### src/common/icache_pkg.sv
package icache_pkg;

    // ====================
    // Cache geometry
    // ====================
    localparam int ADDR_W         = 32;                        // Byte address
    localparam int WORD_W         = 32;
    localparam int WAYS           = 4;
    localparam int SETS           = 16;                        // Kept small for a short init walk
    localparam int INDEX_W        = 4;
    localparam int WORDS_PER_LINE = 4;
    localparam int WSEL_W         = 2;
    localparam int LINE_W         = WORDS_PER_LINE * WORD_W;   // 128
    localparam int TAG_W          = 24;

    // Address field positions
    localparam int WSEL_LSB  = 2;                              // Bits 3:2
    localparam int INDEX_LSB = WSEL_LSB + WSEL_W;              // Bits 7:4
    localparam int TAG_LSB   = INDEX_LSB + INDEX_W;            // Bits 31:8

    // ====================
    // Replacement LFSR
    // ====================
    localparam int             LFSR_W    = 4;
    localparam logic [LFSR_W-1:0] LFSR_SEED = 4'hf;            // Never all zero
    localparam int             WAY_SEL_W = 2;                  // LFSR bits used as way number

    // ====================
    // Types
    // ====================
    typedef logic [ADDR_W-1:0]  addr_t;
    typedef logic [WORD_W-1:0]  word_t;
    typedef logic [LINE_W-1:0]  line_t;
    typedef logic [TAG_W-1:0]   tag_t;
    typedef logic [INDEX_W-1:0] index_t;
    typedef logic [WAYS-1:0]    way_mask_t;                    // One bit per way

    // One tag-way entry
    typedef struct packed {
        logic valid;
        tag_t tag;
    } tag_entry_t;

    // Per-way line read results
    typedef line_t [WAYS-1:0] line_array_t;

endpackage

### src/common/icache_array_if.sv
interface icache_array_if;

    // From the controller
    icache_pkg::index_t      rd_index;     // Set to read
    icache_pkg::tag_t        req_tag;      // Tag under lookup, also the fill tag
    logic                    fill_we;
    icache_pkg::way_mask_t   fill_way;     // One-hot
    icache_pkg::index_t      fill_index;
    icache_pkg::line_t       fill_line;

    // From the stores, one cycle after rd_index
    icache_pkg::way_mask_t   hit_way;
    icache_pkg::way_mask_t   valid_way;
    icache_pkg::line_array_t line_way;
    logic                    init_busy;    // Tag walk in progress

    modport ctrl (
        output rd_index, req_tag, fill_we, fill_way, fill_index, fill_line,
        input  hit_way, valid_way, line_way, init_busy
    );

    modport tags (
        input  rd_index, req_tag, fill_we, fill_way, fill_index,
        output hit_way, valid_way, init_busy
    );

    modport data (
        input  rd_index, fill_we, fill_way, fill_index, fill_line,
        output line_way
    );

endinterface

### src/controller/icache_ctrl.sv
module icache_ctrl (
    input  logic                i_clk,
    input  logic                i_rst_n,
    // Core request
    input  logic                i_req_valid,
    output logic                o_req_ready,
    input  icache_pkg::addr_t   i_req_addr,
    // Core response
    output logic                o_rsp_valid,
    output icache_pkg::word_t   o_rsp_data,
    input  logic                i_rsp_ready,
    // Memory request
    output logic                o_mem_req_valid,
    output icache_pkg::addr_t   o_mem_addr,
    input  logic                i_mem_req_ready,
    // Memory response
    input  logic                i_mem_rsp_valid,
    input  icache_pkg::line_t   i_mem_rsp_data,
    output logic                o_mem_rsp_ready,
    icache_array_if.ctrl        arr
);

    typedef enum logic [2:0] {
        IDLE,
        LOOKUP,
        MEM_REQ,
        MEM_WAIT,
        RESPOND
    } state_t;

    state_t                         state;
    icache_pkg::addr_t              addr_q;      // Request under service
    icache_pkg::addr_t              look_addr;
    logic [icache_pkg::WSEL_W-1:0]  wsel;
    logic [icache_pkg::LFSR_W-1:0]  lfsr;
    icache_pkg::way_mask_t          victim;
    icache_pkg::way_mask_t          victim_q;
    icache_pkg::way_mask_t          invalid;
    icache_pkg::line_t              hit_line;
    icache_pkg::word_t              rsp_data_q;
    logic                           hit;
    logic                           accept;
    logic                           fill_done;

    function automatic icache_pkg::word_t pick_word(
        input icache_pkg::line_t             line,
        input logic [icache_pkg::WSEL_W-1:0] sel
    );
        return line[sel * icache_pkg::WORD_W +: icache_pkg::WORD_W];   // Word 0 in low bits
    endfunction

    // ====================
    // Array lookup
    // ====================
    assign accept    = i_req_valid && o_req_ready;
    assign look_addr = (state == IDLE) ? i_req_addr : addr_q;   // Read ahead on the request
    assign wsel      = addr_q[icache_pkg::WSEL_LSB +: icache_pkg::WSEL_W];
    assign hit       = |arr.hit_way;                            // Meaningful in LOOKUP only

    assign arr.rd_index = look_addr[icache_pkg::INDEX_LSB +: icache_pkg::INDEX_W];
    assign arr.req_tag  = look_addr[icache_pkg::TAG_LSB +: icache_pkg::TAG_W];

    // AND-OR line mux over the hit way
    always_comb
    begin
        hit_line = '0;
        for (int w = 0; w < icache_pkg::WAYS; w++)
        begin
            if (arr.hit_way[w])
            begin
                hit_line = hit_line | arr.line_way[w];
            end
        end
    end

    // Victim: lowest invalid way, else LFSR pick
    always_comb
    begin
        invalid = ~arr.valid_way;
        if (invalid != '0)
        begin
            victim = invalid & (~invalid + icache_pkg::way_mask_t'(1));  // Lowest set bit
        end
        else
        begin
            victim = icache_pkg::way_mask_t'(1) << lfsr[icache_pkg::WAY_SEL_W-1:0];
        end
    end

    // ====================
    // Request FSM
    // ====================
    always_ff @(posedge i_clk)
    begin
        if (!i_rst_n)
        begin
            state <= IDLE;
            lfsr  <= icache_pkg::LFSR_SEED;
        end
        else
        begin
            case (state)
                IDLE:     if (accept) state <= LOOKUP;
                LOOKUP:
                begin
                    if (hit)
                    begin
                        state <= RESPOND;
                    end
                    else
                    begin
                        state <= MEM_REQ;
                        lfsr  <= {lfsr[2:0], lfsr[3] ^ lfsr[2]};   // Step once per miss
                    end
                end
                MEM_REQ:  if (i_mem_req_ready) state <= MEM_WAIT;
                MEM_WAIT: if (i_mem_rsp_valid) state <= RESPOND;   // Fill written here
                RESPOND:  if (i_rsp_ready) state <= IDLE;
                default:  state <= IDLE;
            endcase
        end
    end

    // Request and response payload
    always_ff @(posedge i_clk)
    begin
        if (accept)
        begin
            addr_q <= i_req_addr;
        end
        if (state == LOOKUP)
        begin
            victim_q <= victim;                     // Held through the fill
        end
        if (state == LOOKUP && hit)
        begin
            rsp_data_q <= pick_word(hit_line, wsel);
        end
        else if (fill_done)
        begin
            rsp_data_q <= pick_word(i_mem_rsp_data, wsel);   // Answer from fetched line
        end
    end

    assign fill_done = (state == MEM_WAIT) && i_mem_rsp_valid;

    // Fill port
    assign arr.fill_we    = fill_done;
    assign arr.fill_way   = victim_q;
    assign arr.fill_index = addr_q[icache_pkg::INDEX_LSB +: icache_pkg::INDEX_W];
    assign arr.fill_line  = i_mem_rsp_data;

    // Outputs
    assign o_req_ready     = (state == IDLE) && !arr.init_busy;
    assign o_rsp_valid     = (state == RESPOND);
    assign o_rsp_data      = rsp_data_q;
    assign o_mem_req_valid = (state == MEM_REQ);
    assign o_mem_addr      = {addr_q[icache_pkg::ADDR_W-1:icache_pkg::INDEX_LSB],
                              {icache_pkg::INDEX_LSB{1'b0}}};         // Line aligned
    assign o_mem_rsp_ready = (state == MEM_WAIT);

    // Handshake holds
    a_mem_req_hold : assert property (@(posedge i_clk) disable iff (!i_rst_n)
        o_mem_req_valid && !i_mem_req_ready |=> o_mem_req_valid && $stable(o_mem_addr))
    else $error("Memory request dropped or changed before ready");

    a_rsp_hold : assert property (@(posedge i_clk) disable iff (!i_rst_n)
        o_rsp_valid && !i_rsp_ready |=> o_rsp_valid && $stable(o_rsp_data))
    else $error("Core response dropped or changed before ready");

endmodule

### src/flat_wrapper.sv
// flat-port wrapper written by rule: the top's interface ports become plain ports
module icache_ctrl_flat 
  (i_clk, i_rst_n, i_req_valid, o_req_ready, i_req_addr, o_rsp_valid, o_rsp_data, i_rsp_ready, o_mem_req_valid, o_mem_addr, i_mem_req_ready, i_mem_rsp_valid, i_mem_rsp_data, o_mem_rsp_ready, arr_rd_index, arr_req_tag, arr_fill_we, arr_fill_way, arr_fill_index, arr_fill_line, arr_hit_way, arr_valid_way, arr_line_way, arr_init_busy);
  icache_array_if arr_i ();
  input  logic i_clk;
  input  logic i_rst_n;
  input  logic i_req_valid;
  output logic o_req_ready;
  input  icache_pkg::addr_t i_req_addr;
  output logic o_rsp_valid;
  output icache_pkg::word_t o_rsp_data;
  input  logic i_rsp_ready;
  output logic o_mem_req_valid;
  output icache_pkg::addr_t o_mem_addr;
  input  logic i_mem_req_ready;
  input  logic i_mem_rsp_valid;
  input  icache_pkg::line_t i_mem_rsp_data;
  output logic o_mem_rsp_ready;
  output wire logic [$bits(arr_i.rd_index)-1:0] arr_rd_index;
  output wire logic [$bits(arr_i.req_tag)-1:0] arr_req_tag;
  output wire logic [$bits(arr_i.fill_we)-1:0] arr_fill_we;
  output wire logic [$bits(arr_i.fill_way)-1:0] arr_fill_way;
  output wire logic [$bits(arr_i.fill_index)-1:0] arr_fill_index;
  output wire logic [$bits(arr_i.fill_line)-1:0] arr_fill_line;
  input wire logic [$bits(arr_i.hit_way)-1:0] arr_hit_way;
  input wire logic [$bits(arr_i.valid_way)-1:0] arr_valid_way;
  input wire logic [$bits(arr_i.line_way)-1:0] arr_line_way;
  input wire logic [$bits(arr_i.init_busy)-1:0] arr_init_busy;
  assign arr_rd_index = arr_i.rd_index;
  assign arr_req_tag = arr_i.req_tag;
  assign arr_fill_we = arr_i.fill_we;
  assign arr_fill_way = arr_i.fill_way;
  assign arr_fill_index = arr_i.fill_index;
  assign arr_fill_line = arr_i.fill_line;
  assign arr_i.hit_way = arr_hit_way;
  assign arr_i.valid_way = arr_valid_way;
  assign arr_i.line_way = arr_line_way;
  assign arr_i.init_busy = arr_init_busy;
  icache_ctrl u_core (.i_clk(i_clk), .i_rst_n(i_rst_n), .i_req_valid(i_req_valid), .o_req_ready(o_req_ready), .i_req_addr(i_req_addr), .o_rsp_valid(o_rsp_valid), .o_rsp_data(o_rsp_data), .i_rsp_ready(i_rsp_ready), .o_mem_req_valid(o_mem_req_valid), .o_mem_addr(o_mem_addr), .i_mem_req_ready(i_mem_req_ready), .i_mem_rsp_valid(i_mem_rsp_valid), .i_mem_rsp_data(i_mem_rsp_data), .o_mem_rsp_ready(o_mem_rsp_ready), .arr(arr_i));
endmodule
### config.mk
export PLATFORM = sky130hd
export DESIGN_NAME = icache_ctrl_flat
export DESIGN_NICKNAME = d
export VERILOG_FILES = /design/src/common/icache_pkg.sv /design/src/common/icache_array_if.sv /design/src/controller/icache_ctrl.sv /design/src/flat_wrapper.sv
export SDC_FILE = /design/constraint.sdc
export NUM_CORES = 1
export LEC_CHECK = 0
export BUFFER_PORTS_ARGS = -buffer_cell sky130_fd_sc_hd__buf_2
export CELL_PAD_IN_SITES_DETAIL_PLACEMENT = 2
export CELL_PAD_IN_SITES_GLOBAL_PLACEMENT = 2
export CORE_AREA = 2 2 353 355
export CTS_CLUSTER_DIAMETER = 80
export DETAILED_ROUTE_END_ITERATION = 12
export DIE_AREA = 0 0 355 357
export PLACE_DENSITY_LB_ADDON = 0.1
export SETUP_SLACK_MARGIN = 0.2
export SLEW_MARGIN = 20
export SYNTH_ARGS = -nofsm -noshare
export SYNTH_HDL_FRONTEND = slang
export SYNTH_SLANG_ARGS = --single-unit
### constraint.sdc
create_clock -name i_clk -period 2.9 [get_ports i_clk]
set_input_delay 0.435 -clock i_clk [delete_from_list [all_inputs] [get_ports i_clk]]
set_output_delay 0.435 -clock i_clk [all_outputs]
set_load 0.05 [all_outputs]
* Word-level counts from Yosys, hierarchy flattened
Index checks and enable logic that the tools add are counted.
** Storage, ports and cells
- Bits in registers :: 75
- Bits in latches :: 0
- RAM bits :: 0
- Memory bits (read-only) :: 0
- Input port bits :: 687
- Output and inout bits :: 233
- Memories kept :: 0
** Cells by class
- Add/subtract/negate cells :: 1
- $mul :: 0
- Div/mod/pow operators :: 0
- Magnitude comparators :: 0
- Equality and inequality tests :: 8
- Shifts and indexed selects :: 3
- Muxes and demuxes :: 14
- Bitwise operators :: 8
- Reduce and logical (&&, ||, !) cells :: 11
** Operators by type and width (number)
- two-way mux 128 bit :: 4
- bitwise OR 128 bit :: 3
- indexed part select 128 x 8 -> 32 bit :: 2
- two-way mux 32 bit :: 3
- two-way mux 3 bit :: 5
- case mux 3 bit (5 select lines) :: 1
- inverter 4 bit :: 2
- == test 3 x 2 -> 1 bit, second input constant :: 2
- inequality test 2 x 1 -> 1 bit, second input constant :: 3
- adder 4 x 1 -> 4 bit, second input constant :: 1
- AND 4 bit :: 1
- logical AND 1 bit :: 4
- two-way mux 4 bit :: 1
- AND reduction 4 bit :: 1
- nonzero test 4 bit :: 1
- OR reduction 4 bit :: 1
- left shift 1 x 2 -> 4 bit, first input constant :: 1
- == test 3 x 1 -> 1 bit, second input constant :: 1
- == test 3 bit, second input constant :: 1
- zero test 3 bit :: 1
- inequality test 2 bit, second input constant :: 1
- AND reduction 2 bit :: 1
- nonzero test 2 bit :: 1
- zero test 1 bit :: 1
- 2 further kinds :: 2

* Longest topological paths before layout
- Depth after elaboration :: 9
- Gate-level depth with buffers :: 7

* Least setup slack after synthesis
No wires, ideal clock.
- Path type :: register -> register
- Start :: reg u_core.state[0]
- End :: reg u_core.addr_q[10], enable pin
- Arrival :: 2.958 ns
- Required time :: 2.510 ns
- Slack :: -0.447 ns
- Stages on the path, launching flop included :: 4
- Path buffers :: 1
- Path through :: dfxtp_1 buf_4 nor4_1 and2_1
** Between the ends
- Word-level cells in the longest chain between the ends :: 3
** Ends and longest elaborated chain
- start: declaration :: line icache_ctrl.sv:31 : state_t state;
- start signal: assignment :: line icache_ctrl.sv:97 : state <= IDLE;
- start signal: assignment :: line icache_ctrl.sv:103 : IDLE: if (accept) state <= LOOKUP;
- start signal: assignment :: line icache_ctrl.sv:108 : state <= RESPOND;
- zero test 3 bit :: line icache_ctrl.sv:154 : assign o_req_ready = (state == IDLE) && !arr.init_busy;
- logical AND 1 bit :: line icache_ctrl.sv:154
- via o_req_ready :: line flat_wrapper.sv:8 : output logic o_req_ready;
- logical AND 1 bit :: line icache_ctrl.sv:55 : assign accept = i_req_valid && o_req_ready;
- via u_core.accept :: line icache_ctrl.sv:42 : logic accept;
- end signal: assignment :: line icache_ctrl.sv:129 : addr_q <= i_req_addr;
- end: declaration :: line icache_ctrl.sv:32 : icache_pkg::addr_t addr_q;
The timed path passes the listed nets, and every way through them passes these cells.
A chain may end at the register's enable or synchronous reset.

* Final worst setup path
- Start :: reg u_core.state[0]
- End :: out arr_req_tag[1]
** Between the ends
- Word-level cells in the longest chain between the ends :: 2
** Ends and longest elaborated chain
- zero test 3 bit :: line icache_ctrl.sv:56 : assign look_addr = (state == IDLE) ? i_req_addr : addr_q;
- two-way mux 32 bit :: line icache_ctrl.sv:56
- end: declaration :: line flat_wrapper.sv:20 : output wire logic [$bits(arr_i.req_tag)-1:0] arr_req_tag;
No other way between the ends.

==> impl_metrics.env <==
export IMPL_yosys_top_cells_area="edfxtp_1 23%, a22oi_1 23%, buf_4 15%, mux4_2 8.4%, nand3_1 6.0%"
export IMPL_core_area_mm2=0.123
export IMPL_ir_drop_v=0.000214
export IMPL_die_w_um=355
export IMPL_setup_violations=0
export IMPL_slowest_stage="dfxtp_1"
export IMPL_rsz0062_at_grt="false"
export IMPL_synth_edff_count=66
export IMPL_critPathBufInv=2
export IMPL_yosysMostFrequentCell="a22oi_1"
export IMPL_start_util=0.0696
export IMPL_die_h_um=357
export IMPL_final_net_count=2362
export IMPL_whs_ns=0.213
export IMPL_cp_end_kind="output pin"
export IMPL_synth_top_area_cell="edfxtp_1"
export IMPL_gr_usage_met2=0.231
export IMPL_ys_seq_area_frac=0.248
export IMPL_firstDrtPassIters=5
export IMPL_synth_async_reset_ratio=0
export IMPL_cts_made_buffers=9
export IMPL_wire_per_inst_um=25.4
export IMPL_dpl_hpwl_um=71100
export IMPL_clk_pin_slew_ns=0.08
export IMPL_clock_root_buffer="clkbuf_16"
export IMPL_total_power_mw=4.80
export IMPL_grt_pass1_vias=12539
export IMPL_drt_total_wl_um=84800
export IMPL_grt_max_degree=55
export IMPL_path_delay_family="buffers and inverters"
export IMPL_r2r_slack_ns=0.49
export IMPL_skew_ns=0.0175
export IMPL_maxSlewHeadroom=0.330
export IMPL_grt_util_all_layers=0.128
export IMPL_post_route_period_util=0.839
export IMPL_placementRows=129
export IMPL_synth_cell_type_count=37
export IMPL_crit_fanout=28
export IMPL_hp_class="in2reg"
export IMPL_hold_buffers=0
export IMPL_postSynthAreaPerCell_um2=8.97
export IMPL_maxCapViolCount=0
export IMPL_post_cts_setup_buffer_count=0
export IMPL_vias=11202
export IMPL_finalHoldViolCount=0
export IMPL_clk_latency_ns=0.41
export IMPL_power_leakage_nw=6.44
export IMPL_tritoncts="built"
export IMPL_worstSetupPathType="reg2out"
export IMPL_critical_path_arrival_ns=2.00
export IMPL_worst_slew_pin_slew_ns=1.01
export IMPL_cts_resized=0
export IMPL_route_detailed_drc=0
export IMPL_via_per_inst=3.36
export IMPL_ant_nets=0
export IMPL_grt_overflow_total=0
export IMPL_cp_cell_sequence="nor3_4 -> buf_12 -> mux2_2 -> buf_2"
export IMPL_synth_top_area_share=0.232
export IMPL_area_delta_synth_final_pct=68.2
export IMPL_slew_viol_final=0
export IMPL_grt_pass1_wl_um=110000
export IMPL_synthCells=954
export IMPL_critPathMaxStageDelay_ns=0.46
export IMPL_yosys_most_used_dff="edfxtp_1"
export IMPL_min_period_ns=2.43
export IMPL_met3_usage=0.0456
export IMPL_netlist_area_mm2=0.00856
export IMPL_antenna_found_initial=53
export IMPL_io_buffer_count=913
export IMPL_htreeDepth=3
export IMPL_dieArea_mm2=0.127
export IMPL_ys_top_cells_by_count="257 x a22oi_1, 167 x buf_4, 103 x nand3_1"
export IMPL_ys_warnings_count=0
export IMPL_ios=920
export IMPL_drive_above_1_share=0.634
export IMPL_finalSetupTns_ns=0
export IMPL_fmax_mhz=411
export IMPL_power_density_mw_per_mm2=334
export IMPL_grt_busiest_layer="met2"
export IMPL_fillCellCount=14716
export IMPL_drt_initial_drc_count=432
export IMPL_worstPathRequired_ns=2.47
export IMPL_critPathLaunchType="flip-flop"
export IMPL_grt_util_met1=0.143
export IMPL_finalWeightedCongestion=0.823
export IMPL_status="completed"
export IMPL_cts_path_max_buffers=2
export IMPL_cts_sinks=73
export IMPL_ys_ff_latch=73
-- state kept, by name, indices dropped and copies added, names as in the netlist --
signal,count
u_core.o_rsp_data,32
u_core.addr_q,30
u_core.arr.fill_way,4
u_core.lfsr,4
u_core.state,3
-- cells by family after synthesis --
family          after synthesis  synth area share
flops                        73             0.248
compound gates              329             0.290
buf+inv                     257             0.199
mux                          60             0.121
simple gates                233             0.141
xor+xnor                      1           0.00102
other cells                   1          0.000438
-- layer usage --
layer | vias up | part of all wire
met5 | - | 0.0030
met4 | 42 | 0.018
met3 | 98 | 0.078
met2 | 552 | 0.51
met1 | 5461 | 0.39
li1 | 5049 | -
-- final cells by class --
type,count,area [um^2],area share
flip-flops and latches,73,2120,0.147
diodes,20,50.0,0.00348
clock inverters,6,42.5,0.00295
multi-input cells,627,4780,0.332
well taps,1637,2050,0.142
inverters,1,3.75,0.000261
repair buffers,963,5120,0.356
clock buffers,10,229,0.0159
-- worst register-to-register path, cell delays in order (launching register included) --
cell	delay (ns)
edfxtp_1	0.51
buf_12	0.22
nor2b_4	0.59
nand3_1	0.41
nand2_1	0.35
o31ai_2	0.08
-- power by group --
part / total, mW / internal, mW / switching [mW] / leakage (nW)
logic: 2.33 / 0.821 / 1.51 / 5.65
clock network: 1.24 / 0.586 / 0.657 / 0.131
registers: 1.23 / 1.20 / 0.0252 / 0.666
-- metrics by stage --
step	cell area [um^2]	util	setup slack [ns]	instances
after detailed placement	14100	0.114	0.137	3301
after global routing	14400	0.117	0.308	3328
after CTS	14300	0.117	0.309	3317
final	14400	0.117	0.468	3337
after global placement	14100	0.114	0.170	3301
after floorplan	8580	-	0.327	957
-- worst paths after layout --
| check | start | end | depth (start not counted) |
|---|---|---|---|
| min reg2reg | u_core.lfsr[3]$_SDFFE_PN1P_ | u_core.lfsr[3]$_SDFFE_PN1P_ | 2 |
| max reg2reg | u_core.addr_q[2]$_DFFE_PP_ | u_core.o_rsp_data[11]$_DFFE_PP_ | 5 |
| min | i_req_addr[3] | u_core.addr_q[3]$_DFFE_PP_ | 1 |
| max | u_core.state[0]$_SDFFE_PN0P_ | arr_req_tag[1] | 4 |
-- cells in the final DEF, fill, tap and decap left out, types with 4 or more instances in the layout --
cell | netlist | routed
nand3_1 | 103 | 103
edfxtp_1 | 66 | 66
buf_12 | 0 | 13
clkbuf_16 | 0 | 9
diode_2 | 0 | 20
a21oi_1 | 33 | 33
nand2_1 | 78 | 78
nor2_1 | 5 | 5
dfxtp_1 | 7 | 7
buf_4 | 167 | 40
mux4_2 | 32 | 32
nand3b_1 | 33 | 33
mux2_2 | 27 | 27
o31ai_1 | 12 | 12
a22oi_1 | 257 | 257
o31ai_2 | 20 | 20
buf_2 | 68 | 909
conb_1 | 1 | 4
(Power assumes the default switching activity.)
