File: src/common/icache_pkg.sv
package icache_pkg;

    // ====================
    // Cache geometry
    // ====================
    localparam int ADDR_W         = 32;                        // Byte address
    localparam int WORD_W         = 32;
    localparam int WAYS           = 4;
    localparam int SETS           = 16;                        // Kept small for a short init walk
    localparam int INDEX_W        = 4;
    localparam int WORDS_PER_LINE = 4;
    localparam int WSEL_W         = 2;
    localparam int LINE_W         = WORDS_PER_LINE * WORD_W;   // 128
    localparam int TAG_W          = 24;

    // Address field positions
    localparam int WSEL_LSB  = 2;                              // Bits 3:2
    localparam int INDEX_LSB = WSEL_LSB + WSEL_W;              // Bits 7:4
    localparam int TAG_LSB   = INDEX_LSB + INDEX_W;            // Bits 31:8

    // ====================
    // Replacement LFSR
    // ====================
    localparam int             LFSR_W    = 4;
    localparam logic [LFSR_W-1:0] LFSR_SEED = 4'hf;            // Never all zero
    localparam int             WAY_SEL_W = 2;                  // LFSR bits used as way number

    // ====================
    // Types
    // ====================
    typedef logic [ADDR_W-1:0]  addr_t;
    typedef logic [WORD_W-1:0]  word_t;
    typedef logic [LINE_W-1:0]  line_t;
    typedef logic [TAG_W-1:0]   tag_t;
    typedef logic [INDEX_W-1:0] index_t;
    typedef logic [WAYS-1:0]    way_mask_t;                    // One bit per way

    // One tag-way entry
    typedef struct packed {
        logic valid;
        tag_t tag;
    } tag_entry_t;

    // Per-way line read results
    typedef line_t [WAYS-1:0] line_array_t;

endpackage

File: src/common/icache_array_if.sv
interface icache_array_if;

    // From the controller
    icache_pkg::index_t      rd_index;     // Set to read
    icache_pkg::tag_t        req_tag;      // Tag under lookup, also the fill tag
    logic                    fill_we;
    icache_pkg::way_mask_t   fill_way;     // One-hot
    icache_pkg::index_t      fill_index;
    icache_pkg::line_t       fill_line;

    // From the stores, one cycle after rd_index
    icache_pkg::way_mask_t   hit_way;
    icache_pkg::way_mask_t   valid_way;
    icache_pkg::line_array_t line_way;
    logic                    init_busy;    // Tag walk in progress

    modport ctrl (
        output rd_index, req_tag, fill_we, fill_way, fill_index, fill_line,
        input  hit_way, valid_way, line_way, init_busy
    );

    modport tags (
        input  rd_index, req_tag, fill_we, fill_way, fill_index,
        output hit_way, valid_way, init_busy
    );

    modport data (
        input  rd_index, fill_we, fill_way, fill_index, fill_line,
        output line_way
    );

endinterface

File: src/design/way_ram.sv
module way_ram #(
    parameter type T_ENTRY = logic
) (
    input  logic               i_clk,
    input  logic               i_we,
    input  icache_pkg::index_t i_waddr,
    input  T_ENTRY             i_wdata,
    input  icache_pkg::index_t i_raddr,
    output T_ENTRY             o_rdata
);

    T_ENTRY mem [icache_pkg::SETS];    // One entry per set

    // Write port and registered read port
    always_ff @(posedge i_clk)
    begin
        if (i_we)
        begin
            mem[i_waddr] <= i_wdata;
        end
        o_rdata <= mem[i_raddr];       // Old data on same-address collision
    end

endmodule

File: src/tag_store/icache_tag_store.sv
module icache_tag_store (
    input  logic         i_clk,
    input  logic         i_rst_n,
    input  logic         i_flush,
    icache_array_if.tags arr
);

    icache_pkg::index_t     init_cnt;                     // Walk position
    logic                   init_busy;
    logic                   walk_q;                       // Walk active last cycle
    icache_pkg::tag_t       tag_q;                        // Tag aligned with read data
    icache_pkg::index_t     wr_index;
    icache_pkg::tag_entry_t wr_entry;
    icache_pkg::tag_entry_t rd_entry [icache_pkg::WAYS];

    // ====================
    // Init walk
    // ====================
    always_ff @(posedge i_clk)
    begin
        if (!i_rst_n || i_flush)                          // Both restart the walk
        begin
            init_busy <= 1'b1;
            init_cnt  <= '0;
        end
        else if (init_busy)
        begin
            init_cnt <= init_cnt + 1'b1;
            if (init_cnt == icache_pkg::index_t'(icache_pkg::SETS - 1))
            begin
                init_busy <= 1'b0;                        // Last set cleared
            end
        end
    end

    always_ff @(posedge i_clk)
    begin
        if (!i_rst_n)
        begin
            walk_q <= 1'b1;
        end
        else
        begin
            walk_q <= init_busy;
        end
    end

    always_ff @(posedge i_clk)
    begin
        tag_q <= arr.req_tag;                             // Compare one cycle later
    end

    // Walk overrides the fill port
    assign wr_index = init_busy ? init_cnt : arr.fill_index;

    always_comb
    begin
        wr_entry = '0;                                    // Invalid entry during walk
        if (!init_busy)
        begin
            wr_entry.valid = 1'b1;
            wr_entry.tag   = arr.req_tag;
        end
    end

    // ====================
    // Ways and compare
    // ====================
    for (genvar w = 0; w < icache_pkg::WAYS; w++)
    begin : g_way
        way_ram #(
            .T_ENTRY (icache_pkg::tag_entry_t)
        ) u_tag_ram (
            .i_clk   (i_clk),
            .i_we    (init_busy | (arr.fill_we & arr.fill_way[w])),  // All ways while walking
            .i_waddr (wr_index),
            .i_wdata (wr_entry),
            .i_raddr (arr.rd_index),
            .o_rdata (rd_entry[w])
        );

        assign arr.valid_way[w] = rd_entry[w].valid;
        assign arr.hit_way[w]   = rd_entry[w].valid && (rd_entry[w].tag == tag_q);
    end

    assign arr.init_busy = init_busy;

    // Controller never fills a tag that already sits in the set
    a_hit_onehot : assert property (@(posedge i_clk)
        disable iff (!i_rst_n || init_busy || walk_q)
        $onehot0(arr.hit_way))
    else $error("Tag store: more than one way hit");

endmodule

File: src/flat_wrapper.sv
// flat-port wrapper written by rule: the top's interface ports become plain ports
module icache_tag_store_flat 
  (i_clk, i_rst_n, i_flush, arr_rd_index, arr_req_tag, arr_fill_we, arr_fill_way, arr_fill_index, arr_hit_way, arr_valid_way, arr_init_busy);
  icache_array_if arr_i ();
  input  logic i_clk;
  input  logic i_rst_n;
  input  logic i_flush;
  input wire logic [$bits(arr_i.rd_index)-1:0] arr_rd_index;
  input wire logic [$bits(arr_i.req_tag)-1:0] arr_req_tag;
  input wire logic [$bits(arr_i.fill_we)-1:0] arr_fill_we;
  input wire logic [$bits(arr_i.fill_way)-1:0] arr_fill_way;
  input wire logic [$bits(arr_i.fill_index)-1:0] arr_fill_index;
  output wire logic [$bits(arr_i.hit_way)-1:0] arr_hit_way;
  output wire logic [$bits(arr_i.valid_way)-1:0] arr_valid_way;
  output wire logic [$bits(arr_i.init_busy)-1:0] arr_init_busy;
  assign arr_i.rd_index = arr_rd_index;
  assign arr_i.req_tag = arr_req_tag;
  assign arr_i.fill_we = arr_fill_we;
  assign arr_i.fill_way = arr_fill_way;
  assign arr_i.fill_index = arr_fill_index;
  assign arr_hit_way = arr_i.hit_way;
  assign arr_valid_way = arr_i.valid_way;
  assign arr_init_busy = arr_i.init_busy;
  icache_tag_store u_core (.i_clk(i_clk), .i_rst_n(i_rst_n), .i_flush(i_flush), .arr(arr_i));
endmodule
File: config.mk
export PLATFORM = sky130hd
export DESIGN_NAME = icache_tag_store_flat
export DESIGN_NICKNAME = d
export VERILOG_FILES = /design/src/common/icache_pkg.sv /design/src/common/icache_array_if.sv /design/src/design/way_ram.sv /design/src/tag_store/icache_tag_store.sv /design/src/flat_wrapper.sv
export SDC_FILE = /design/constraint.sdc
export NUM_CORES = 1
export LEC_CHECK = 0
export BUFFER_PORTS_ARGS = -buffer_cell sky130_fd_sc_hd__buf_2
export CORE_MARGIN = 1.5
export CORE_UTILIZATION = 35
export CTS_CLUSTER_SIZE = 40
export DETAILED_ROUTE_END_ITERATION = 8
export GPL_TIMING_DRIVEN = 0
export RECOVER_POWER = 100
export SKIP_CTS_REPAIR_TIMING = 1
export SLEW_MARGIN = 20
export SYNTH_ARGS = -nofsm -noshare
export SYNTH_HDL_FRONTEND = slang
export SYNTH_SLANG_ARGS = --single-unit
File: constraint.sdc
create_clock -name i_clk -period 3.82 [get_ports i_clk]
set_input_delay 0.573 -clock i_clk [delete_from_list [all_inputs] [get_ports i_clk]]
set_output_delay 0.573 -clock i_clk [all_outputs]
set_load 0.01 [all_outputs]
[After elaboration in Yosys (flattened, before gate mapping)]
Memories as Yosys holds them, arrays and structs flattened. A register that Yosys moved wholly into a read port is not among the register bits.
Index checks and enable logic that the tools add are counted.
Word-level totals
  memory bits (read-only): 0
  RAM bits: 1600
  register bits: 29
  latch bits: 0
  memories kept: 4
  output and inout bits: 9
Memories
  u_core.g_way[0].u_tag_ram.mem: depth 16, bits a word 25, rd ports 1, clocked after memory_dff 1, wr ports 1, RTL line way_ram.sv:12  | T_ENTRY mem [icache_pkg::SETS];
  u_core.g_way[1].u_tag_ram.mem: depth 16, bits a word 25, rd ports 1, clocked after memory_dff 1, wr ports 1, RTL line way_ram.sv:12
  u_core.g_way[2].u_tag_ram.mem: depth 16, bits a word 25, rd ports 1, clocked after memory_dff 1, wr ports 1, RTL line way_ram.sv:12
  u_core.g_way[3].u_tag_ram.mem: depth 16, bits a word 25, rd ports 1, clocked after memory_dff 1, wr ports 1, RTL line way_ram.sv:12
Operators by class
  $lt $le $gt $ge: 0
  multiply operators: 0
  divide/modulo/power cells: 0
  shifts and indexed selects: 0
  bitwise logic cells: 8
  add/sub/neg operators: 1
  eq/ne operators: 5
  multiplexer cells: 12
  reduce and logical (&&, ||, !) cells: 6
Operators by type and width (number)
  24-bit == test: 4
  25-bit 2-to-1 mux: 1
  1-bit 2-to-1 mux: 10
  4-bit by 1-bit adder with 4-bit output (second input constant): 1
  1-bit bitwise AND: 4
  4-bit == test (second input constant): 1
  1-bit logical AND: 4
  4-bit 2-to-1 mux: 1
  1-bit bitwise OR: 4
  1-bit zero test: 1
  1-bit logical OR: 1

[Depth between registers and ports, before layout]
Gate-level depths: netlist (run 1).
  depth in word-level cells: 4
  gate-level depth with buffers: 6

[Hierarchy]
A second synthesis (run 1) with hierarchy kept.
Unflattened totals
  cells, all modules: 2858
  area, all modules: 64207.8 sq um
By module, submodules not included
  way_ram: instances 4, cells each 660, area each 15551.2 sq um, sequential area each 12512.0 sq um
  icache_tag_store: instances 1, cells each 218, area each 2003.2 sq um, sequential area each 580.6 sq um

[Worst setup path before layout (run 1)]
Ideal clock, no wire load.
  kind: reg2reg
  start: register u_core.init_busy (netlist: u_core.arr.init_busy)
  end: memory u_core.g_way[1].u_tag_ram.mem[5][0] (netlist bit), enable pin
  required time: 3.413 ns
  period minus slack after synthesis: 3.291 ns
  arrival: 2.884 ns
  stages on the path, launching flop included: 6
  slack: 0.529 ns
  cells stage by stage: dfxtp_1 clkbuf_1 inv_1 o32ai_1 nand2_1 nor2_1
Between the ends
  word-level cells in the longest chain between the ends: 3
  elaborated cells between the ends (all ways): 4
  classes of those cells: mux (3); bitwise (1)
RTL lines
  from (decl): RTL line icache_tag_store.sv:9  | logic init_busy;
  from (signal assigned): RTL line icache_tag_store.sv:23  | init_busy <= 1'b1;
  from (signal assigned): RTL line icache_tag_store.sv:31  | init_busy <= 1'b0;
  1-bit bitwise OR: RTL line icache_tag_store.sv:75  | .i_we (init_busy | (arr.fill_we & arr.fill_way[w])),
  1-bit 2-to-1 mux: RTL line way_ram.sv:17  | if (i_we)
  1-bit 2-to-1 mux (not written as such): RTL line way_ram.sv:19  | mem[i_waddr] <= i_wdata;
  to (decl): RTL line way_ram.sv:12
Parallel ways exist; a longest one is shown, timed or not.

[Worst setup path in the final report (run 1)]
  start: register u_core.init_busy (netlist: u_core.arr.init_busy)
  end: memory u_core.g_way[1].u_tag_ram.mem[10][10] (netlist bit), enable pin
The elaborated chain is that of the path after synthesis.

==> reports/summary.txt, run 1 <==
Crit Path Max Fanout: 20
worst endpoint required time: 4.23 ns
Largest delay share family, worst path: buffers and inverters
routability congestion estimate: 0.8453
Final Hold Viols: 0
area share of and/or/nand/nor cells after synthesis: 1.789%
drt pass-1 iters: 7
P_sw: 8.051 mW
Via Count: 30876
Yosys cell types: 31
Die W: 430.8 um
layout cells sized above 1: 25.78%
cell with the most instances after synthesis: edfxtp_1
root buffer cell: clkbuf_16
Synth area leader: edfxtp_1
number of DRC markers after the initial detailed-route iteration: 4161
min-delay worst type: input port to flip-flop
crit path DAT: 4.18 ns
slowest CP cell: nor2_1
Combinational Power Share: 4.0%
core area: 181300 um2
wire length per cell: 29.13 um
post-synthesis mux area share: 14.08%
Synth top cells by count: 1600 x edfxtp_1, 400 x mux4_2, 200 x a22oi_1, 129 x dfxtp_1, 119 x nand2_1
Slew Limit Fails: 589
Cell Area, Placed: 70340 um2
P&R area growth vs syn: 15.56%
Synthesized Nets: 2898
first-pass GRT wire length: 233200 um
CP Cell Sequence: clkbuf_1 -> clkbuf_1 -> nand2_1 -> o2bb2ai_1 -> nand2_1 -> nor2_1 -> clkbuf_2
static leakage: 24.18 nW
Synth Warn #: 0
H-tree Lvls: 4
vias in the first global route: 30739
Top FF cell, synth: edfxtp_1
clock network fraction of total power: 42.1%
Synth Area in Compound Gates: 2.488%
Pwr Total: 38.75 mW
post-synth top area share: 75.00%
cell row count: 156
Design Area, Final: 74020 um2
CP Buf/Inv Count: 3
Critical Path Source: u_core.arr.init_busy
CTS tree: done
Initial Util: 35.33%
IO Pins: 49
sequential fraction of the synthesis area: 79.04%
internal power: 30.70 mW
CP Class: flip-flop to flip-flop
PD cells: 523.5 nW/um2
Vias/cell: 5.395
DRC: 0
Final Skew: 0.02849 ns
Die Height: 430.8 um
HPWL after DPL: 107000 um
Critical Path Sink Type: flip-flop
fmax: 265.5 MHz
post-route clock period utilization: 98.60%
antenna viol nets, final: 0
failing checks: capacitance limit, slew limit
GRT Total Usage: 17.85%
adder-cell share of the synthesized area: 0.01953%
initial antenna violation count: 12
Max Buffers Root-to-Sink: 3
ys async rst share: 0%
synthesized flop and latch total: 1729
clock-pin slew on the worst setup and hold paths: 0.06 ns
Slew headroom: -80.05%
main combinational cell family by area after synthesis: multiplexers
worst vdd ir: 363.0 uV
EDFF count, synth: 1600
Worst Hold Launch: i_rst_n
Worst R2R Start: u_core.arr.init_busy
Die ar.: 185600 um2
PortBufs: 46
sw frac: 20.78%
pin count of the biggest net entering global routing: 39
# Max-Cap Violations: 20
minimum clock period: 3.767 ns
fill cell count: 15605
clock latency on the worst-skew pair: 0.80 ns
Final setup viols: 0
status: finished, violations left
Syn Inst Count: 2857
CP peak stage delay: 0.75 ns
XOR/XNOR share of the synthesized area: 1.340%
RSZ-0062 raised after global routing: false
cts bufs inserted: 170
CP startpoint kind: flip-flop
Avg Synthesized Cell Area: 22.42 um2
Cell Area, Synth: 64060 um2
drt total wl: 166700 um
CTS Sinks: 1729
Nets: 3250
Worst Max-Slew Pin Slew: 2.695 ns
sequential power share: 53.9%
Synth area leaders: edfxtp_1 75%, mux4_2 14%, dfxtp_1 4.0%, a22oi_1 2.3%, xor2_1 0.85%
total grt overflow: 0
==> flip-flops by register name, indices dropped and copies added, names as in the netlist <==
register,flops
u_core.arr.init_busy,1
u_core.g_way.u_tag_ram.mem,1600
u_core.g_way.u_tag_ram.o_rdata,100
u_core.init_cnt,4
u_core.tag_q,24
==> final timing paths <==
kind / endpoint / slack [ns] / cells after the start
worst min-delay path: u_core.init_cnt[3] / 0.17 / 3
worst min register to register: u_core.init_cnt[0] / 0.55 / 2
worst max register to register: u_core.g_way[1].u_tag_ram.mem[10][10] / 0.05 / 7
worst max-delay path: u_core.g_way[1].u_tag_ram.mem[10][10] / 0.05 / 7
==> metrics by stage <==
step	std cells	setup WS, ns	setup TNS [ns]	utilization [%]	hold slack (ns)
CTS	5697	-0.2622	-0.4293	41.77	-0.1516
global placement	5273	-2.370	-3869.92	37.09	0.5218
global route	5722	0.006069	0	40.82	0.1687
finish	5723	0.05330	0	40.82	0.1685
detailed placement	5383	0.5020	0	38.79	0.5262
floorplan	2857	0.5290	0	-	0.4963
==> metal layers <==
layer | vias up | share of wire [%] | global-route usage, % | routed length [um]
met4 | 0 | 3.5 | 6.876 | 5791
met1 | 16571 | 40 | 24.06 | 66360
met2 | 1368 | 49 | 28.89 | 82040
met5 | - | 0 | 0 | 0
li1 | 12675 | - | - | -
met3 | 262 | 7.5 | 3.168 | 12510
==> cell families (layout without fill, tap and decap cells) <==
kind of cell | count (synthesis) | in the layout
adder cells (fa/ha/maj) | 1 | 1
XOR/XNOR | 98 | 98
flip-flops | 1729 | 1729
buffers and inverters | 152 | 646
other | 0 | 2
AND/OR/NAND/NOR | 262 | 262
AO/OA/AOI/OAI | 214 | 214
multiplexers | 401 | 401
==> cell usage in the layout (no fill, tap or decap), types with 30 or more instances in the layout <==
cell type  instances
dfxtp_1          121
clkbuf_16        178
clkbuf_2          63
buf_2             62
nand2_1          119
buf_4             30
a22oi_1          200
xor2_1            62
clkbuf_1         163
mux4_2           400
nor2_1            50
xnor2_1           36
edfxtp_1        1600
==> worst min-delay path, stage by stage <==
cell and delay (ns):
buf_2 0.07, nand2b_1 0.15, nor2_1 0.13
==> power by group through the flow <==
stage / Clock, mW / Sequential [mW] / Combinational (mW)
after floorplan: 0 / 21.2 / 1.03
after global placement: 0 / 21.3 / 1.54
after detailed placement: 0 / 21.3 / 1.60
after CTS: 16.5 / 20.9 / 1.61
after global routing: 17.2 / 20.9 / 1.66
final: 16.3 / 20.9 / 1.56
==> area by class of cell <==
| type | instances | area [um2] | share of cell area [%] |
|---|---|---|---|
| Sequential cell | 1729 | 50640 | 68.41 |
| Multi-Input combinational cell | 976 | 12730 | 17.20 |
| Clock buffer | 247 | 4853 | 6.557 |
| Tap cell | 2370 | 2965 | 4.006 |
| Timing Repair Buffer | 180 | 1516 | 2.049 |
| Buffer | 148 | 752.0 | 1.016 |
| Clock inverter | 67 | 549.3 | 0.7420 |
| Inverter | 4 | 15.01 | 0.02028 |
| Antenna cell | 2 | 5.005 | 0.006761 |
Note: power is estimated with default switching activity, not from simulation.
==> run 2: changes to the inputs <==
==> constraint.sdc (replaced) <==
create_clock -name i_clk -period 3.4 [get_ports i_clk]
set_input_delay 0.51 -clock i_clk [delete_from_list [all_inputs] [get_ports i_clk]]
set_output_delay 0.51 -clock i_clk [all_outputs]
set_load 0.01 [all_outputs]
==> run 2 against run 1 <==
Compared with the run above: the run still ends with capacitance limit, slew limit left; critical endpoint is now arr_hit_way[3]; hold slack worse by 0.048 ns; sequential cell count unchanged; die area unchanged.
==> reports/summary.txt, run 2 (synthesized netlist as in run 1, its figures left out) <==
most frequent cells in the layout: 1600 x edfxtp_1, 400 x mux4_2, 200 x a22oi_1, 178 x clkbuf_16, 147 x clkbuf_1 (was 1600 x edfxtp_1, 400 x mux4_2, 200 x a22oi_1, 178 x clkbuf_16, 163 x clkbuf_1)
CTS Sinks: 1729 (unchanged)
Combinational Power Share: 4.1% (was 4.0%)
P_sw: 9.035 mW (was 8.051 mW)
crit path DAT: 2.88 ns (was 4.18 ns)
Crit Path Max Fanout: 4 (was 20)
clock network fraction of total power: 42.0% (was 42.1%)
minimum clock period: 3.394 ns
cts bufs inserted: 170 (unchanged)
Cell Count, Final, Fillers Out: 5730 (was 5723)
Via Count: 30961 (was 30876)
Worst Max-Slew Pin Slew: 1.722 ns (was 2.695 ns)
pin count of the biggest net entering global routing: 39 (unchanged)
PortBufs: 46 (unchanged)
H-tree Lvls: 4 (unchanged)
Cells after DPL: 5383 (unchanged)
DRC: 0 (unchanged)
RSZ-0062 raised after global routing: false (unchanged)
Slew headroom: -15.01% (was -80.05%)
number of DRC markers after the initial detailed-route iteration: 4130 (was 4161)
min-delay worst type: input port to flip-flop (unchanged)
Nets: 3257 (was 3250)
IO Pins: 49 (unchanged)
worst vdd ir: 412.9 uV (was 363.0 uV)
commonest non-fill, non-tap cell in the layout: edfxtp_1 (unchanged)
GRT Total Usage: 17.85% (unchanged)
max reg flops: 1600 (unchanged)
Biggest register: u_core.g_way.u_tag_ram.mem (unchanged)
WHS Endpoint: u_core.init_cnt[2] (was u_core.init_cnt[3])
RR Endpoint: u_core.g_way[2].u_tag_ram.mem[12][8] (was u_core.g_way[1].u_tag_ram.mem[10][10])
layout cells sized above 1: 27.28% (was 25.78%)
fill cell count: 15522 (was 15605)
r2r setup slk: 0.03 ns (was 0.05 ns)
top sig layer: met4 (unchanged)
cell row count: 156 (unchanged)
Final Hold Viols: 0 (unchanged)
Final Util: 41.15% (was 40.82%)
drt pass-1 iters: 5 (was 7)
most used cell, CP: nor4_1
CP peak stage delay: 0.86 ns (was 0.75 ns)
PD cells: 583.7 nW/um2 (was 523.5 nW/um2)
Vias/cell: 5.403 (was 5.395)
Hold Slack: 0.1207 ns (was 0.1685 ns)
worst endpoint required time: 2.89 ns (was 4.23 ns)
CP Buf/Inv Count: 1 (was 3)
vias in the first global route: 30739 (unchanged)
sequential power share: 53.9% (about the same)
antenna viol nets, final: 0 (unchanged)
Pwr Total: 43.55 mW (was 38.75 mW)
Worst R2R Start: u_core.arr.init_busy (unchanged)
HPWL after DPL: 107000 um (unchanged)
Worst Hold Launch: i_rst_n (unchanged)
Critical Path Sink Type: output port (was flip-flop)
Slew Limit Fails: 180 (was 589)
clock latency on the worst-skew pair: 0.80 ns (about the same)
top flop regs: u_core.g_way.u_tag_ram.mem (1600), u_core.g_way.u_tag_ram.o_rdata (100), u_core.tag_q (24) (unchanged)
post-route clock period utilization: 99.82%
DR WL met3: 12290 um (was 12510 um)
# Max-Cap Violations: 7 (was 20)
core area: 181300 um2 (unchanged)
failing checks: capacitance limit, slew limit (unchanged)
Final setup viols: 0 (unchanged)
fmax: 294.7 MHz
drt total wl: 166800 um (was 166700 um)
CP Cell Sequence: xor2_1 -> nor4_1 -> nand3_1 -> nor4_1 -> buf_2 (was clkbuf_1 -> clkbuf_1 -> nand2_1 -> o2bb2ai_1 -> nand2_1 -> nor2_1 -> clkbuf_2)
CTS tree: done (unchanged)
routability congestion estimate: 0.8453 (unchanged)
CP Class: flip-flop to output port (was flip-flop to flip-flop)
root buffer cell: clkbuf_16 (unchanged)
CP startpoint kind: flip-flop (unchanged)
internal power: 34.51 mW (was 30.70 mW)
Max Buffers Root-to-Sink: 3 (unchanged)
Initial Util: 35.33% (unchanged)
Die Height: 430.8 um (unchanged)
Setup TNS: 0 ns (unchanged)
wire length per cell: 29.11 um (was 29.13 um)
total grt overflow: 0 (unchanged)
met1 wire length: 66730 um (was 66360 um)
clock-pin slew on the worst setup and hold paths: 0.06 ns (about the same)
static leakage: 24.44 nW (was 24.18 nW)
status: finished, violations left (unchanged)
P&R area growth vs syn: 16.48% (was 15.56%)
slowest CP cell: dfxtp_1 (was nor2_1)
Hold Path Cell Cnt: 3 (unchanged)
sw frac: 20.75% (was 20.78%)
first-pass GRT wire length: 233200 um (unchanged)
Largest delay share family, worst path: flip-flops (was buffers and inverters)
Die ar.: 185600 um2 (unchanged)
Die W: 430.8 um (unchanged)
initial antenna violation count: 12 (unchanged)
Final Skew: 0.02841 ns (was 0.02849 ns)
R2R cell count: 7 (unchanged)
met2 wire length: 82130 um (was 82040 um)
==> run 2: cell types whose count changed in the layout (fill, tap and decap cells not counted), moves of 6 or more <==
| cell | previous run | this run |
|---|---|---|
| nor2b_1 | 24 | 16 |
| dfxtp_2 | 8 | 20 |
| nor2_4 | 1 | 9 |
| dfxtp_1 | 121 | 109 |
| buf_2 | 62 | 71 |
| nor2_1 | 50 | 43 |
| buf_12 | 15 | 28 |
| clkbuf_1 | 163 | 147 |
| buf_16 | 13 | 20 |
| clkbuf_2 | 63 | 46 |
| clkbuf_4 | 5 | 11 |
==> run 2: metal layers <==
metal  global-route usage (%)  vias up
met3                    3.168      267
met2                    28.89     1320
met4                    6.876        0
met1                    24.06    16681
met5                        0        -
li1                         -    12693
==> run 2: worst min-delay path, delay by kind of cell <==
| family | cells | cell delay, ns |
|---|---|---|
| buf+inv | 1 | 0.07 |
| simple gates | 2 | 0.28 |
==> run 2: cell type report <==
class / count / area, um2 / share of cell area (%)
sequential: 1729 / 50650 / 67.89
multi-input combinational: 976 / 12850 / 17.22
clock buffer: 247 / 4853 / 6.505
tap: 2370 / 2965 / 3.974
timing repair buffer: 188 / 1967 / 2.636
buffer: 147 / 752.0 / 1.008
clock inverter: 67 / 549.3 / 0.7362
inverter: 4 / 15.01 / 0.02012
antenna: 2 / 5.005 / 0.006708
==> run 2: worst max path at each step <==
stage	from	end	slack, ns	cells past startpoint
2_1_floorplan	u_core.arr.init_busy	u_core.g_way[1].u_tag_ram.mem[5][0]	0.11	5
3_3_place_gp	u_core.arr.init_busy	u_core.g_way[0].u_tag_ram.mem[0][16]	-2.79	4
3_5_place_dp	u_core.arr.init_busy	u_core.g_way[0].u_tag_ram.mem[1][19]	0.08	6
4_1_cts	u_core.tag_q[18]	arr_hit_way[2]	-0.62	5
5_1_grt	u_core.arr.init_busy	u_core.g_way[2].u_tag_ram.mem[1][9]	0.006	6
6_report	u_core.tag_q[12]	arr_hit_way[3]	0.006	5
==> run 2: through the flow <==
step                area [um2]  setup slack [ns]
finish                   74610          0.006234
global route             74610          0.005922
CTS                      75740           -0.6192
detailed placement       70340           0.08202
global placement         67250            -2.790
floorplan                64060            0.1090
==> run 2: power by group through the flow <==
stage               sequential [mW]  combinational, mW  clock [mW]
floorplan                      23.8               1.16           0
global placement               23.9               1.73           0
detailed placement             23.9               1.80           0
CTS                            23.5               1.80        18.6
global route                   23.5               1.88        19.4
finish                         23.5               1.77        18.3
